### config.mk
export PLATFORM = sky130hd
export DESIGN_NAME = dispatch_stage
export DESIGN_NICKNAME = d
export VERILOG_FILES = /design/src/rtl/preg_pkg.sv /design/src/rtl/dq_pkg.sv /design/src/rtl/busy_table.sv /design/src/rtl/dispatch_queue.sv /design/src/rtl/dispatch_select.sv /design/src/rtl/dispatch_stage.sv
export VERILOG_INCLUDE_DIRS = /design/src /design/src/rtl
export SDC_FILE = /design/constraint.sdc
export NUM_CORES = 1
export LEC_CHECK = 0
export ABC_CLOCK_PERIOD_IN_PS = 4000
export BUFFER_PORTS_ARGS = -buffer_cell sky130_fd_sc_hd__buf_2
export CAP_MARGIN = 0
export CORE_ASPECT_RATIO = 0.9
export CORE_MARGIN = 1.5
export CORE_UTILIZATION = 50
export DETAILED_ROUTE_END_ITERATION = 8
export HOLD_SLACK_MARGIN = 0.08
export PLACE_DENSITY = 0.68
export SYNTH_ARGS = -nofsm -noshare
export SYNTH_HDL_FRONTEND = slang
export SYNTH_SLANG_ARGS = --single-unit
### constraint.sdc
create_clock -name clk -period 4 [get_ports clk]
set_clock_uncertainty 0.1 [all_clocks]
set_input_delay 0.4 -clock clk [delete_from_list [all_inputs] [get_ports clk]]
set_output_delay 0.4 -clock clk [all_outputs]
set_load 0.01 [all_outputs]
### src/rtl/dispatch_cfg.svh
// Dispatch stage configuration
// Lane counts, register file size and queue depth shared by all blocks

`ifndef DISPATCH_CFG_SVH
`define DISPATCH_CFG_SVH

// ====================
// Lane widths
// ====================

// Renamed instructions accepted per cycle
`define DECODE_WIDTH 2

// Instructions sent to the issue ports per cycle
`define DISPATCH_WIDTH 2

// Writeback broadcast ports
`define WB_WIDTH 2

// ====================
// Storage sizes
// ====================

// Physical register file entries
`define PHY_REG_NUM 32

// Dispatch queue entries, keep a power of two
`define DQ_DEPTH 8

`endif

### src/rtl/preg_pkg.sv
// Physical register package
// Register index and writeback port types

`default_nettype none

`include "dispatch_cfg.svh"

package preg_pkg;

	// Index width follows the register file size
	localparam int PREG_W = $clog2(`PHY_REG_NUM);

	// One physical register index
	typedef logic [PREG_W-1:0] preg_t;

	// ====================
	// Writeback broadcast
	// ====================

	// Valid bit per writeback port
	typedef logic [`WB_WIDTH-1:0] wb_mask_t;

	// Destination register per writeback port
	typedef preg_t [`WB_WIDTH-1:0] wb_preg_t;

endpackage

`default_nettype wire

### src/rtl/dq_pkg.sv
// Dispatch queue package
// Opcode classes and the queue entry layout

`default_nettype none

package dq_pkg;

	// ROB slot index width
	localparam int ROB_W = 5;

	typedef logic [ROB_W-1:0] rob_t;

	// ====================
	// Opcode classes
	// ====================

	// Selects the issue port family
	typedef enum logic [2:0] {
		OP_ALU    = 3'd0,
		OP_MUL    = 3'd1,
		OP_LOAD   = 3'd2,
		OP_STORE  = 3'd3,
		OP_BRANCH = 3'd4
	} op_e;

	// ====================
	// Queue entry
	// ====================

	// Ready bits start from the busy table lookup
	// and get set later by writeback wakeup
	typedef struct packed {
		op_e           op;
		rob_t          rob;
		preg_pkg::preg_t pdest;
		logic          dest_en;
		preg_pkg::preg_t src0;
		preg_pkg::preg_t src1;
		logic          src0_ready;
		logic          src1_ready;
	} dq_entry_t;

endpackage

`default_nettype wire

### src/rtl/busy_table.sv
// Busy table
// One pending bit per physical register, set on allocation, cleared on
// writeback, looked up for the source operands of incoming instructions

`default_nettype none

`include "dispatch_cfg.svh"

module busy_table (
	input  logic                                    clk,
	input  logic                                    rst_n,
	// Destination allocation from the decode lanes
	input  logic [`DECODE_WIDTH-1:0]                alloc_valid_i,
	input  preg_pkg::preg_t [`DECODE_WIDTH-1:0]     alloc_pdest_i,
	// Writeback broadcast
	input  preg_pkg::wb_mask_t                      wb_valid_i,
	input  preg_pkg::wb_preg_t                      wb_pdest_i,
	// Source lookup per decode lane
	input  preg_pkg::preg_t [`DECODE_WIDTH-1:0]     look_src0_i,
	input  preg_pkg::preg_t [`DECODE_WIDTH-1:0]     look_src1_i,
	input  logic [`DECODE_WIDTH-1:0]                look_en0_i,
	input  logic [`DECODE_WIDTH-1:0]                look_en1_i,
	output logic [`DECODE_WIDTH-1:0]                src0_ready_o,
	output logic [`DECODE_WIDTH-1:0]                src1_ready_o
);

	logic [`PHY_REG_NUM-1:0] busy_q, busy_n;
	// Decoded one-hot views of this cycle's events
	logic [`PHY_REG_NUM-1:0] wb_hit;
	logic [`PHY_REG_NUM-1:0] alloc_hit;

	// ====================
	// Event decode
	// ====================

	always_comb begin
		wb_hit    = '0;
		alloc_hit = '0;
		for (int w = 0; w < `WB_WIDTH; w++) begin
			if (wb_valid_i[w]) begin
				wb_hit[wb_pdest_i[w]] = 1'b1;
			end
		end
		for (int i = 0; i < `DECODE_WIDTH; i++) begin
			if (alloc_valid_i[i]) begin
				alloc_hit[alloc_pdest_i[i]] = 1'b1;
			end
		end
		// Allocation wins over a same-cycle writeback
		busy_n = (busy_q & ~wb_hit) | alloc_hit;
	end

	always_ff @(posedge clk or negedge rst_n) begin
		if (!rst_n) begin
			busy_q <= '0;
		end else begin
			busy_q <= busy_n;
		end
	end

	// ====================
	// Source lookup
	// ====================

	// Ready when unused, not pending, or written back right now
	always_comb begin
		for (int i = 0; i < `DECODE_WIDTH; i++) begin
			src0_ready_o[i] = !look_en0_i[i] || !busy_q[look_src0_i[i]] ||
				wb_hit[look_src0_i[i]];
			src1_ready_o[i] = !look_en1_i[i] || !busy_q[look_src1_i[i]] ||
				wb_hit[look_src1_i[i]];
		end
	end

	// Rename must hand out distinct destinations within a group
	for (genvar i = 0; i < `DECODE_WIDTH; i++) begin : g_alloc_a
		for (genvar j = i + 1; j < `DECODE_WIDTH; j++) begin : g_alloc_b
			a_alloc_unique: assert property (@(posedge clk) disable iff (!rst_n)
				!(alloc_valid_i[i] && alloc_valid_i[j] &&
				alloc_pdest_i[i] == alloc_pdest_i[j]))
				else $error("busy_table: lanes %0d and %0d allocate one register", i, j);
		end
	end

endmodule

`default_nettype wire

### src/rtl/dispatch_queue.sv
// Dispatch queue
// In-order circular buffer, several writes at the tail and several reads
// at the head per cycle, with writeback wakeup of the source ready bits

`default_nettype none

`include "dispatch_cfg.svh"

module dispatch_queue #(
	parameter int unsigned DEPTH = `DQ_DEPTH
) (
	input  logic                                     clk,
	input  logic                                     rst_n,
	input  logic                                     flush_i,
	// Tail side
	input  logic [`DECODE_WIDTH-1:0]                 write_valid_i,
	input  dq_pkg::dq_entry_t [`DECODE_WIDTH-1:0]    write_data_i,
	output logic                                     write_ready_o,
	// Head side
	output logic [`DISPATCH_WIDTH-1:0]               read_valid_o,
	output dq_pkg::dq_entry_t [`DISPATCH_WIDTH-1:0]  read_data_o,
	input  logic [`DISPATCH_WIDTH-1:0]               pop_i,
	// Wakeup
	input  preg_pkg::wb_mask_t                       wb_valid_i,
	input  preg_pkg::wb_preg_t                       wb_pdest_i
);

	localparam int PTR_W = $clog2(DEPTH);
	localparam int CNT_W = $clog2(DEPTH + 1);

	// Payload, no reset
	dq_pkg::dq_entry_t [DEPTH-1:0] mem_q, mem_n;

	logic [PTR_W-1:0] head_q, tail_q;
	logic [CNT_W-1:0] cnt_q;

	logic [`DECODE_WIDTH-1:0] push;
	logic [CNT_W-1:0]         push_cnt;
	logic [CNT_W-1:0]         pop_cnt;
	logic [PTR_W-1:0]         wr_idx;

	// ====================
	// Flow control
	// ====================

	// Room for a full write group, from registered count only
	assign write_ready_o = cnt_q <= CNT_W'(DEPTH - `DECODE_WIDTH);

	// A group offered while full is dropped whole
	assign push     = write_valid_i & {`DECODE_WIDTH{write_ready_o}};
	assign push_cnt = CNT_W'($countones(push));
	assign pop_cnt  = CNT_W'($countones(pop_i));

	// Head lanes, occupancy and data
	always_comb begin
		for (int i = 0; i < `DISPATCH_WIDTH; i++) begin
			read_valid_o[i] = cnt_q > CNT_W'(i);
			read_data_o[i]  = mem_q[head_q + PTR_W'(i)];
		end
	end

	// ====================
	// Storage update
	// ====================

	always_comb begin
		mem_n  = mem_q;
		wr_idx = tail_q;
		// Wakeup, every entry against every writeback port
		for (int e = 0; e < DEPTH; e++) begin
			for (int w = 0; w < `WB_WIDTH; w++) begin
				if (wb_valid_i[w]) begin
					if (mem_q[e].src0 == wb_pdest_i[w]) begin
						mem_n[e].src0_ready = 1'b1;
					end
					if (mem_q[e].src1 == wb_pdest_i[w]) begin
						mem_n[e].src1_ready = 1'b1;
					end
				end
			end
		end
		// New entries overwrite the slot, ready bits come from lookup
		for (int i = 0; i < `DECODE_WIDTH; i++) begin
			wr_idx = tail_q + PTR_W'(i);
			if (push[i]) begin
				mem_n[wr_idx] = write_data_i[i];
			end
		end
	end

	always_ff @(posedge clk) begin
		mem_q <= mem_n;
	end

	// Pointers and count
	always_ff @(posedge clk or negedge rst_n) begin
		if (!rst_n) begin
			head_q <= '0;
			tail_q <= '0;
			cnt_q  <= '0;
		end else if (flush_i) begin
			// Drop everything in flight
			head_q <= '0;
			tail_q <= '0;
			cnt_q  <= '0;
		end else begin
			head_q <= head_q + PTR_W'(pop_cnt);
			tail_q <= tail_q + PTR_W'(push_cnt);
			cnt_q  <= cnt_q + push_cnt - pop_cnt;
		end
	end

	// ====================
	// Checks
	// ====================

	// Pops only from occupied head lanes, lowest first
	a_pop_prefix: assert property (@(posedge clk) disable iff (!rst_n)
		((pop_i & ~read_valid_o) == '0) && ((pop_i & (pop_i + 1'b1)) == '0))
		else $error("dispatch_queue: pop mask is not a prefix of read_valid_o");

	// Producer fills lanes from lane 0 up
	a_write_contig: assert property (@(posedge clk) disable iff (!rst_n)
		(write_valid_i & (write_valid_i + 1'b1)) == '0)
		else $error("dispatch_queue: write lanes are not contiguous");

	a_cnt_bound: assert property (@(posedge clk) disable iff (!rst_n)
		cnt_q <= CNT_W'(DEPTH))
		else $error("dispatch_queue: count above depth");

endmodule

`default_nettype wire

### src/rtl/dispatch_select.sv
// Dispatch select
// In-order readiness check on the queue head lanes, drives issue valids
// and the pop mask back to the queue

`default_nettype none

`include "dispatch_cfg.svh"

module dispatch_select (
	input  logic [`DISPATCH_WIDTH-1:0]               head_valid_i,
	input  dq_pkg::dq_entry_t [`DISPATCH_WIDTH-1:0]  head_data_i,
	input  logic [`DISPATCH_WIDTH-1:0]               iss_ready_i,
	output logic [`DISPATCH_WIDTH-1:0]               iss_valid_o,
	output logic [`DISPATCH_WIDTH-1:0]               pop_o
);

	// Present with both operands available
	logic [`DISPATCH_WIDTH-1:0] issuable;
	// Valid and accepted by the issue port
	logic [`DISPATCH_WIDTH-1:0] fire;
	// Chain term from the next older lane
	logic                       older_fire;

	// ====================
	// Readiness
	// ====================

	always_comb begin
		for (int k = 0; k < `DISPATCH_WIDTH; k++) begin
			issuable[k] = head_valid_i[k] && head_data_i[k].src0_ready &&
				head_data_i[k].src1_ready;
		end
	end

	// ====================
	// In-order chain
	// ====================

	// A lane only offers if every older lane leaves this cycle
	always_comb begin
		older_fire = 1'b1;
		for (int k = 0; k < `DISPATCH_WIDTH; k++) begin
			iss_valid_o[k] = issuable[k] && older_fire;
			fire[k]        = iss_valid_o[k] && iss_ready_i[k];
			older_fire     = fire[k];
		end
	end

	// First blocked lane stops everything younger
	assign pop_o = fire;

endmodule

`default_nettype wire

### src/rtl/dispatch_stage.sv
// Dispatch stage top
// Builds queue entries from renamed decode lanes with busy table lookup,
// and sends ready instructions to the issue ports in program order

`default_nettype none

`include "dispatch_cfg.svh"

module dispatch_stage (
	input  logic                                     clk,
	input  logic                                     rst_n,
	input  logic                                     flush_i,
	// Decode lanes
	input  logic [`DECODE_WIDTH-1:0]                 dec_valid_i,
	input  dq_pkg::op_e [`DECODE_WIDTH-1:0]          dec_op_i,
	input  dq_pkg::rob_t [`DECODE_WIDTH-1:0]         dec_rob_i,
	input  preg_pkg::preg_t [`DECODE_WIDTH-1:0]      dec_pdest_i,
	input  logic [`DECODE_WIDTH-1:0]                 dec_dest_en_i,
	input  preg_pkg::preg_t [`DECODE_WIDTH-1:0]      dec_src0_i,
	input  preg_pkg::preg_t [`DECODE_WIDTH-1:0]      dec_src1_i,
	input  logic [`DECODE_WIDTH-1:0]                 dec_src0_en_i,
	input  logic [`DECODE_WIDTH-1:0]                 dec_src1_en_i,
	output logic                                     dec_ready_o,
	// Writeback broadcast
	input  preg_pkg::wb_mask_t                       wb_valid_i,
	input  preg_pkg::wb_preg_t                       wb_pdest_i,
	// Issue lanes
	output logic [`DISPATCH_WIDTH-1:0]               iss_valid_o,
	output dq_pkg::op_e [`DISPATCH_WIDTH-1:0]        iss_op_o,
	output dq_pkg::rob_t [`DISPATCH_WIDTH-1:0]       iss_rob_o,
	output preg_pkg::preg_t [`DISPATCH_WIDTH-1:0]    iss_pdest_o,
	output preg_pkg::preg_t [`DISPATCH_WIDTH-1:0]    iss_src0_o,
	output preg_pkg::preg_t [`DISPATCH_WIDTH-1:0]    iss_src1_o,
	input  logic [`DISPATCH_WIDTH-1:0]               iss_ready_i
);

	logic [`DECODE_WIDTH-1:0]                src0_rdy, src1_rdy;
	logic [`DECODE_WIDTH-1:0]                alloc_valid;
	dq_pkg::dq_entry_t [`DECODE_WIDTH-1:0]   wr_entry;
	logic [`DISPATCH_WIDTH-1:0]              head_valid;
	dq_pkg::dq_entry_t [`DISPATCH_WIDTH-1:0] head_data;
	logic [`DISPATCH_WIDTH-1:0]              pop;

	// ====================
	// Entry build
	// ====================

	// Only accepted groups claim their destinations
	assign alloc_valid = dec_valid_i & dec_dest_en_i & {`DECODE_WIDTH{dec_ready_o}};

	always_comb begin
		for (int i = 0; i < `DECODE_WIDTH; i++) begin
			wr_entry[i].op         = dec_op_i[i];
			wr_entry[i].rob        = dec_rob_i[i];
			wr_entry[i].pdest      = dec_pdest_i[i];
			wr_entry[i].dest_en    = dec_dest_en_i[i];
			wr_entry[i].src0       = dec_src0_i[i];
			wr_entry[i].src1       = dec_src1_i[i];
			wr_entry[i].src0_ready = src0_rdy[i];
			wr_entry[i].src1_ready = src1_rdy[i];
		end
	end

	busy_table u_busy_table (
		.clk           (clk),
		.rst_n         (rst_n),
		.alloc_valid_i (alloc_valid),
		.alloc_pdest_i (dec_pdest_i),
		.wb_valid_i    (wb_valid_i),
		.wb_pdest_i    (wb_pdest_i),
		.look_src0_i   (dec_src0_i),
		.look_src1_i   (dec_src1_i),
		.look_en0_i    (dec_src0_en_i),
		.look_en1_i    (dec_src1_en_i),
		.src0_ready_o  (src0_rdy),
		.src1_ready_o  (src1_rdy)
	);

	dispatch_queue #(
		.DEPTH (`DQ_DEPTH)
	) u_dispatch_queue (
		.clk           (clk),
		.rst_n         (rst_n),
		.flush_i       (flush_i),
		.write_valid_i (dec_valid_i),
		.write_data_i  (wr_entry),
		.write_ready_o (dec_ready_o),
		.read_valid_o  (head_valid),
		.read_data_o   (head_data),
		.pop_i         (pop),
		.wb_valid_i    (wb_valid_i),
		.wb_pdest_i    (wb_pdest_i)
	);

	dispatch_select u_dispatch_select (
		.head_valid_i (head_valid),
		.head_data_i  (head_data),
		.iss_ready_i  (iss_ready_i),
		.iss_valid_o  (iss_valid_o),
		.pop_o        (pop)
	);

	// Issue fields straight from the head entries
	always_comb begin
		for (int k = 0; k < `DISPATCH_WIDTH; k++) begin
			iss_op_o[k]    = head_data[k].op;
			iss_rob_o[k]   = head_data[k].rob;
			iss_pdest_o[k] = head_data[k].pdest;
			iss_src0_o[k]  = head_data[k].src0;
			iss_src1_o[k]  = head_data[k].src1;
		end
	end

endmodule

`default_nettype wire

==> impl_metrics.py <==
metrics = {
    "timing": {
        "slew_at_the_pin_closest_to_its_max_slew_limit_ns": 1.104,
        "setup_total_negative_slack_ns": 0,
        "final.period_utilization": 0.9449,
        "unrepaired_setup_endpoints_after_global_routing": "false",
        "max_clock_freq_mhz": 264.6,
        "period_needed_ns": 3.780,
        "final.hold.worst_slack_ns": 0.1191,
        "drv_slew": 0,
        "timing.final.ws_setup_ns": 0.2203,
        "maxSlewHeadroom": 0.2637,
        "final-hold-violation-count": 0,
        "final-setup-viol-count": 0,
    },
    "synth": {
        "avg_inst_size_synth_um2": 9.366,
        "yosysSeqAreaShare": 0.2814,
        "count_of_state_elements_after_synthesis": 242,
        "count_of_flip_flops_with_a_built_in_enable_after_synthesis": 0,
        "netlist_instances": 1918,
        "syn_area_um2": 17960,
        "ys_warn_count": 0,
        "async_flop_share": 0.1736,
        "ys_types": 75,
        "postSynthNetCount": 2005,
        "synth_ff_type": "sky130_fd_sc_hd__dfxtp_1",
    },
    "critical_path": {
        "setup.worst_path.end_class": "output port",
        "crit_path_category": "flip-flop to output port",
        "cp_top_family": "multiplexers",
        "critPathBufInv": 2,
        "critical_path_arrival_ns": 3.28,
        "cp_data_required_time_ns": 3.50,
        "setup.worst_path.start_class": "flip-flop",
        "crit_path_max_fanout": 36,
        "crit_path_top_delay_cell": "sky130_fd_sc_hd__buf_4",
        "critical_path.max_stage_delay_ns": 0.60,
        "crit_chain": "ha_2, buf_4, mux4_2, mux2_2, buf_2",
    },
    "route": {
        "vias": 16240,
        "route.antenna.remaining_nets": 0,
        "wirelength_um": 61770,
        "drt-pass1-iter-count": 5,
        "routed_wire_length_per_instance_um": 25.61,
        "drt_first_iter_violations": 1964,
        "vias_per_cell": 6.733,
        "drt_drc_violations_left": 0,
    },
    "layout": {
        "final_area_um2": 19690,
        "drive_above_1_share": 0.2235,
        "finish.net_count": 2009,
        "multi_input_logic_area_um2": 11930,
        "register_area_um2": 5061,
        "commonest_non_fill_non_tap_cell_in_the_layout": "sky130_fd_sc_hd__dfxtp_1",
        "most_used_cells_in_the_layout_excluding_fill_and_tap_cells": "sky130_fd_sc_hd__dfxtp_1, sky130_fd_sc_hd__mux2i_1, sky130_fd_sc_hd__nor2_1",
        "layout-area-overhead-vs-synth_pct": 9.598,
        "fillers": 3143,
        "layout.cells.non_filler": 2412,
    },
    "placed_design": {
        "port_buffers": 119,
        "place_congestion": 0.9630,
        "dpl.cell_count": 2352,
        "placed_area_um2": 18690,
        "placement.setup.worst_slack_ns": 0.4191,
        "dp_hpwl_um": 42200,
    },
    "clock_network": {
        "path_clk_slew_ns": 0.06,
        "cts_buffers": 27,
        "cts-root-buf": "sky130_fd_sc_hd__clkbuf_16",
        "htreeDepth": 1,
        "tritoncts": "yes",
        "post-cts-setup-buffers": 0,
        "hold_buffers": 10,
        "post_cts.resized_instances": 0,
        "clkLatencyLatePin_ns": 0.57,
        "clock_sink_count": 242,
        "cts.path.max_buffers": 3,
    },
    "grt": {
        "grt_first_pass_wirelength_um": 94850,
        "grt_start_max_net_pins": 51,
        "track_usage": 0.3301,
        "antenna_violations_before_repair": 1,
        "grt_pass1_vias": 15620,
        "grt_overflow_total": 0,
    },
    "die": {
        "initial_core_utilization": 0.5101,
        "ios": 120,
        "die_area_um2": 37080,
        "fp.dieW_um": 202.8,
        "placement_rows": 65,
        "die-height_um": 182.8,
        "core_area_um2": 35220,
    },
    "outcome": {
        "outcome": "completed",
    },
    "power": {
        "leakage_uw": 0.008114,
        "switching_power_share_of_the_total": 0.4086,
        "irDropWorstVdd_v": 0.0005291,
        "power.combinational.fraction": 0.487,
        "internal_power_uw": 8597,
        "switching_power_uw": 5939,
        "seq_power_share": 0.339,
        "power.density_nw_per_um2": 738.3,
        "power.clock.fraction": 0.174,
    },
    "hold_path": {
        "hold_class": "input pin to flip-flop",
    },
    "run": {
        "drv.max_cap_violation_count": 0,
    },
}
## stage by stage
stage | utilization | power [µW]
2_1_floorplan | - | 9696
3_3_place_gp | 0.5308 | 11650
3_5_place_dp | 0.5308 | 11860
4_1_cts | 0.5590 | 14420
5_1_grt | 0.5590 | 15360
6_report | 0.5591 | 14540
## power by group through the flow
| stage | clock [µW] | sequential [µW] | combinational (µW) |
|---|---|---|---|
| finish | 2520 | 4930 | 7080 |
| global route | 2640 | 5050 | 7670 |
| CTS | 2540 | 4850 | 7030 |
| detailed placement | 0 | 4900 | 6960 |
| global placement | 0 | 4820 | 6820 |
| floorplan | 0 | 4370 | 5330 |
## routing by layer
layer  track usage  vias up  wire, µm
met5             0        -         0
met4        0.1200        0      2121
met3       0.05686      170      6679
met2        0.5095     1073     27360
met1        0.4653     7866     25600
li1              -     7130         -
## worst min-delay path, delay by kind of cell
kind | cells | cell delay (ns)
AOI/OAI and AO/OA | 1 | 0.06
buffers and inverters | 1 | 0.19
and+or+nand+nor | 1 | 0.08
## cells in the mapped netlist (11+ instances only)
cell type / count / area [µm²]
sky130_fd_sc_hd__o21ai_0: 76 / 380.4
sky130_fd_sc_hd__a31oi_1: 18 / 112.6
sky130_fd_sc_hd__dfrtp_1: 42 / 1051
sky130_fd_sc_hd__inv_1: 37 / 138.9
sky130_fd_sc_hd__buf_1: 33 / 123.9
sky130_fd_sc_hd__buf_2: 18 / 90.09
sky130_fd_sc_hd__o22ai_1: 39 / 244.0
sky130_fd_sc_hd__nand3b_1: 18 / 135.1
sky130_fd_sc_hd__mux2i_1: 162 / 1622
sky130_fd_sc_hd__xor2_1: 129 / 1130
sky130_fd_sc_hd__a21oi_1: 155 / 775.7
sky130_fd_sc_hd__nand2_1: 143 / 536.8
sky130_fd_sc_hd__nor4_1: 32 / 200.2
sky130_fd_sc_hd__nor2_1: 163 / 611.8
sky130_fd_sc_hd__nor3_1: 11 / 55.05
sky130_fd_sc_hd__ha_1: 12 / 150.1
sky130_fd_sc_hd__dfxtp_1: 200 / 4004
sky130_fd_sc_hd__mux4_2: 129 / 2905
sky130_fd_sc_hd__o221ai_1: 51 / 446.7
sky130_fd_sc_hd__nor2b_1: 11 / 68.82
sky130_fd_sc_hd__mux2_2: 47 / 529.3
sky130_fd_sc_hd__xnor2_1: 35 / 306.5
sky130_fd_sc_hd__buf_4: 16 / 120.1
sky130_fd_sc_hd__nand3_1: 51 / 255.2
sky130_fd_sc_hd__clkbuf_1: 128 / 480.5
## kinds of logic (layout without fill, tap and decap cells)
| kind of cell | after synthesis | in the layout | synth area share |
|---|---|---|---|
| compound gates | 415 | 415 | 0.1504 |
| xor+xnor | 164 | 164 | 0.07996 |
| fa+ha+maj | 16 | 16 | 0.01282 |
| buf+inv | 241 | 265 | 0.05830 |
| flops | 242 | 242 | 0.2814 |
| mux | 338 | 338 | 0.2814 |
| other cells | 0 | 1 | 0 |
| simple gates | 502 | 502 | 0.1357 |
## final timing paths
kind / from / end / slack [ns] / depth (start not counted)
max in group asynchronous: rst_n / u_dispatch_queue.head_q[0] / 2.81 / 3
min in group asynchronous: rst_n / u_busy_table.busy_q[30] / 0.21 / 2
worst max-delay path: u_dispatch_queue.head_q[0] / iss_pdest_o[6] / 0.22 / 5
worst max register to register: u_dispatch_queue.head_q[0] / u_dispatch_queue.cnt_q[3] / 0.41 / 15
worst min register to register: u_dispatch_queue.mem_q[149] / u_dispatch_queue.mem_q[149] / 0.46 / 2
worst min-delay path: dec_src0_i[9] / u_dispatch_queue.mem_q[89] / 0.12 / 3
## final cells by class
type,count,share of cell area
sequential,242,0.2571
clock inverter,12,0.005592
tap,469,0.02980
multi-input combinational,1435,0.6057
antenna,1,0.0001271
inverter,38,0.007245
clock buffer,37,0.03978
timing repair buffer,178,0.05465
## flip-flops by register name, summed over array words and instances (netlist names)
name and count:
u_dispatch_queue.head_q 3, u_dispatch_queue.mem_q 200, u_busy_table.busy_q 32, u_dispatch_queue.cnt_q 4
u_dispatch_queue.tail_q 3
No activity file was read; power rests on OpenSTA's default activity.
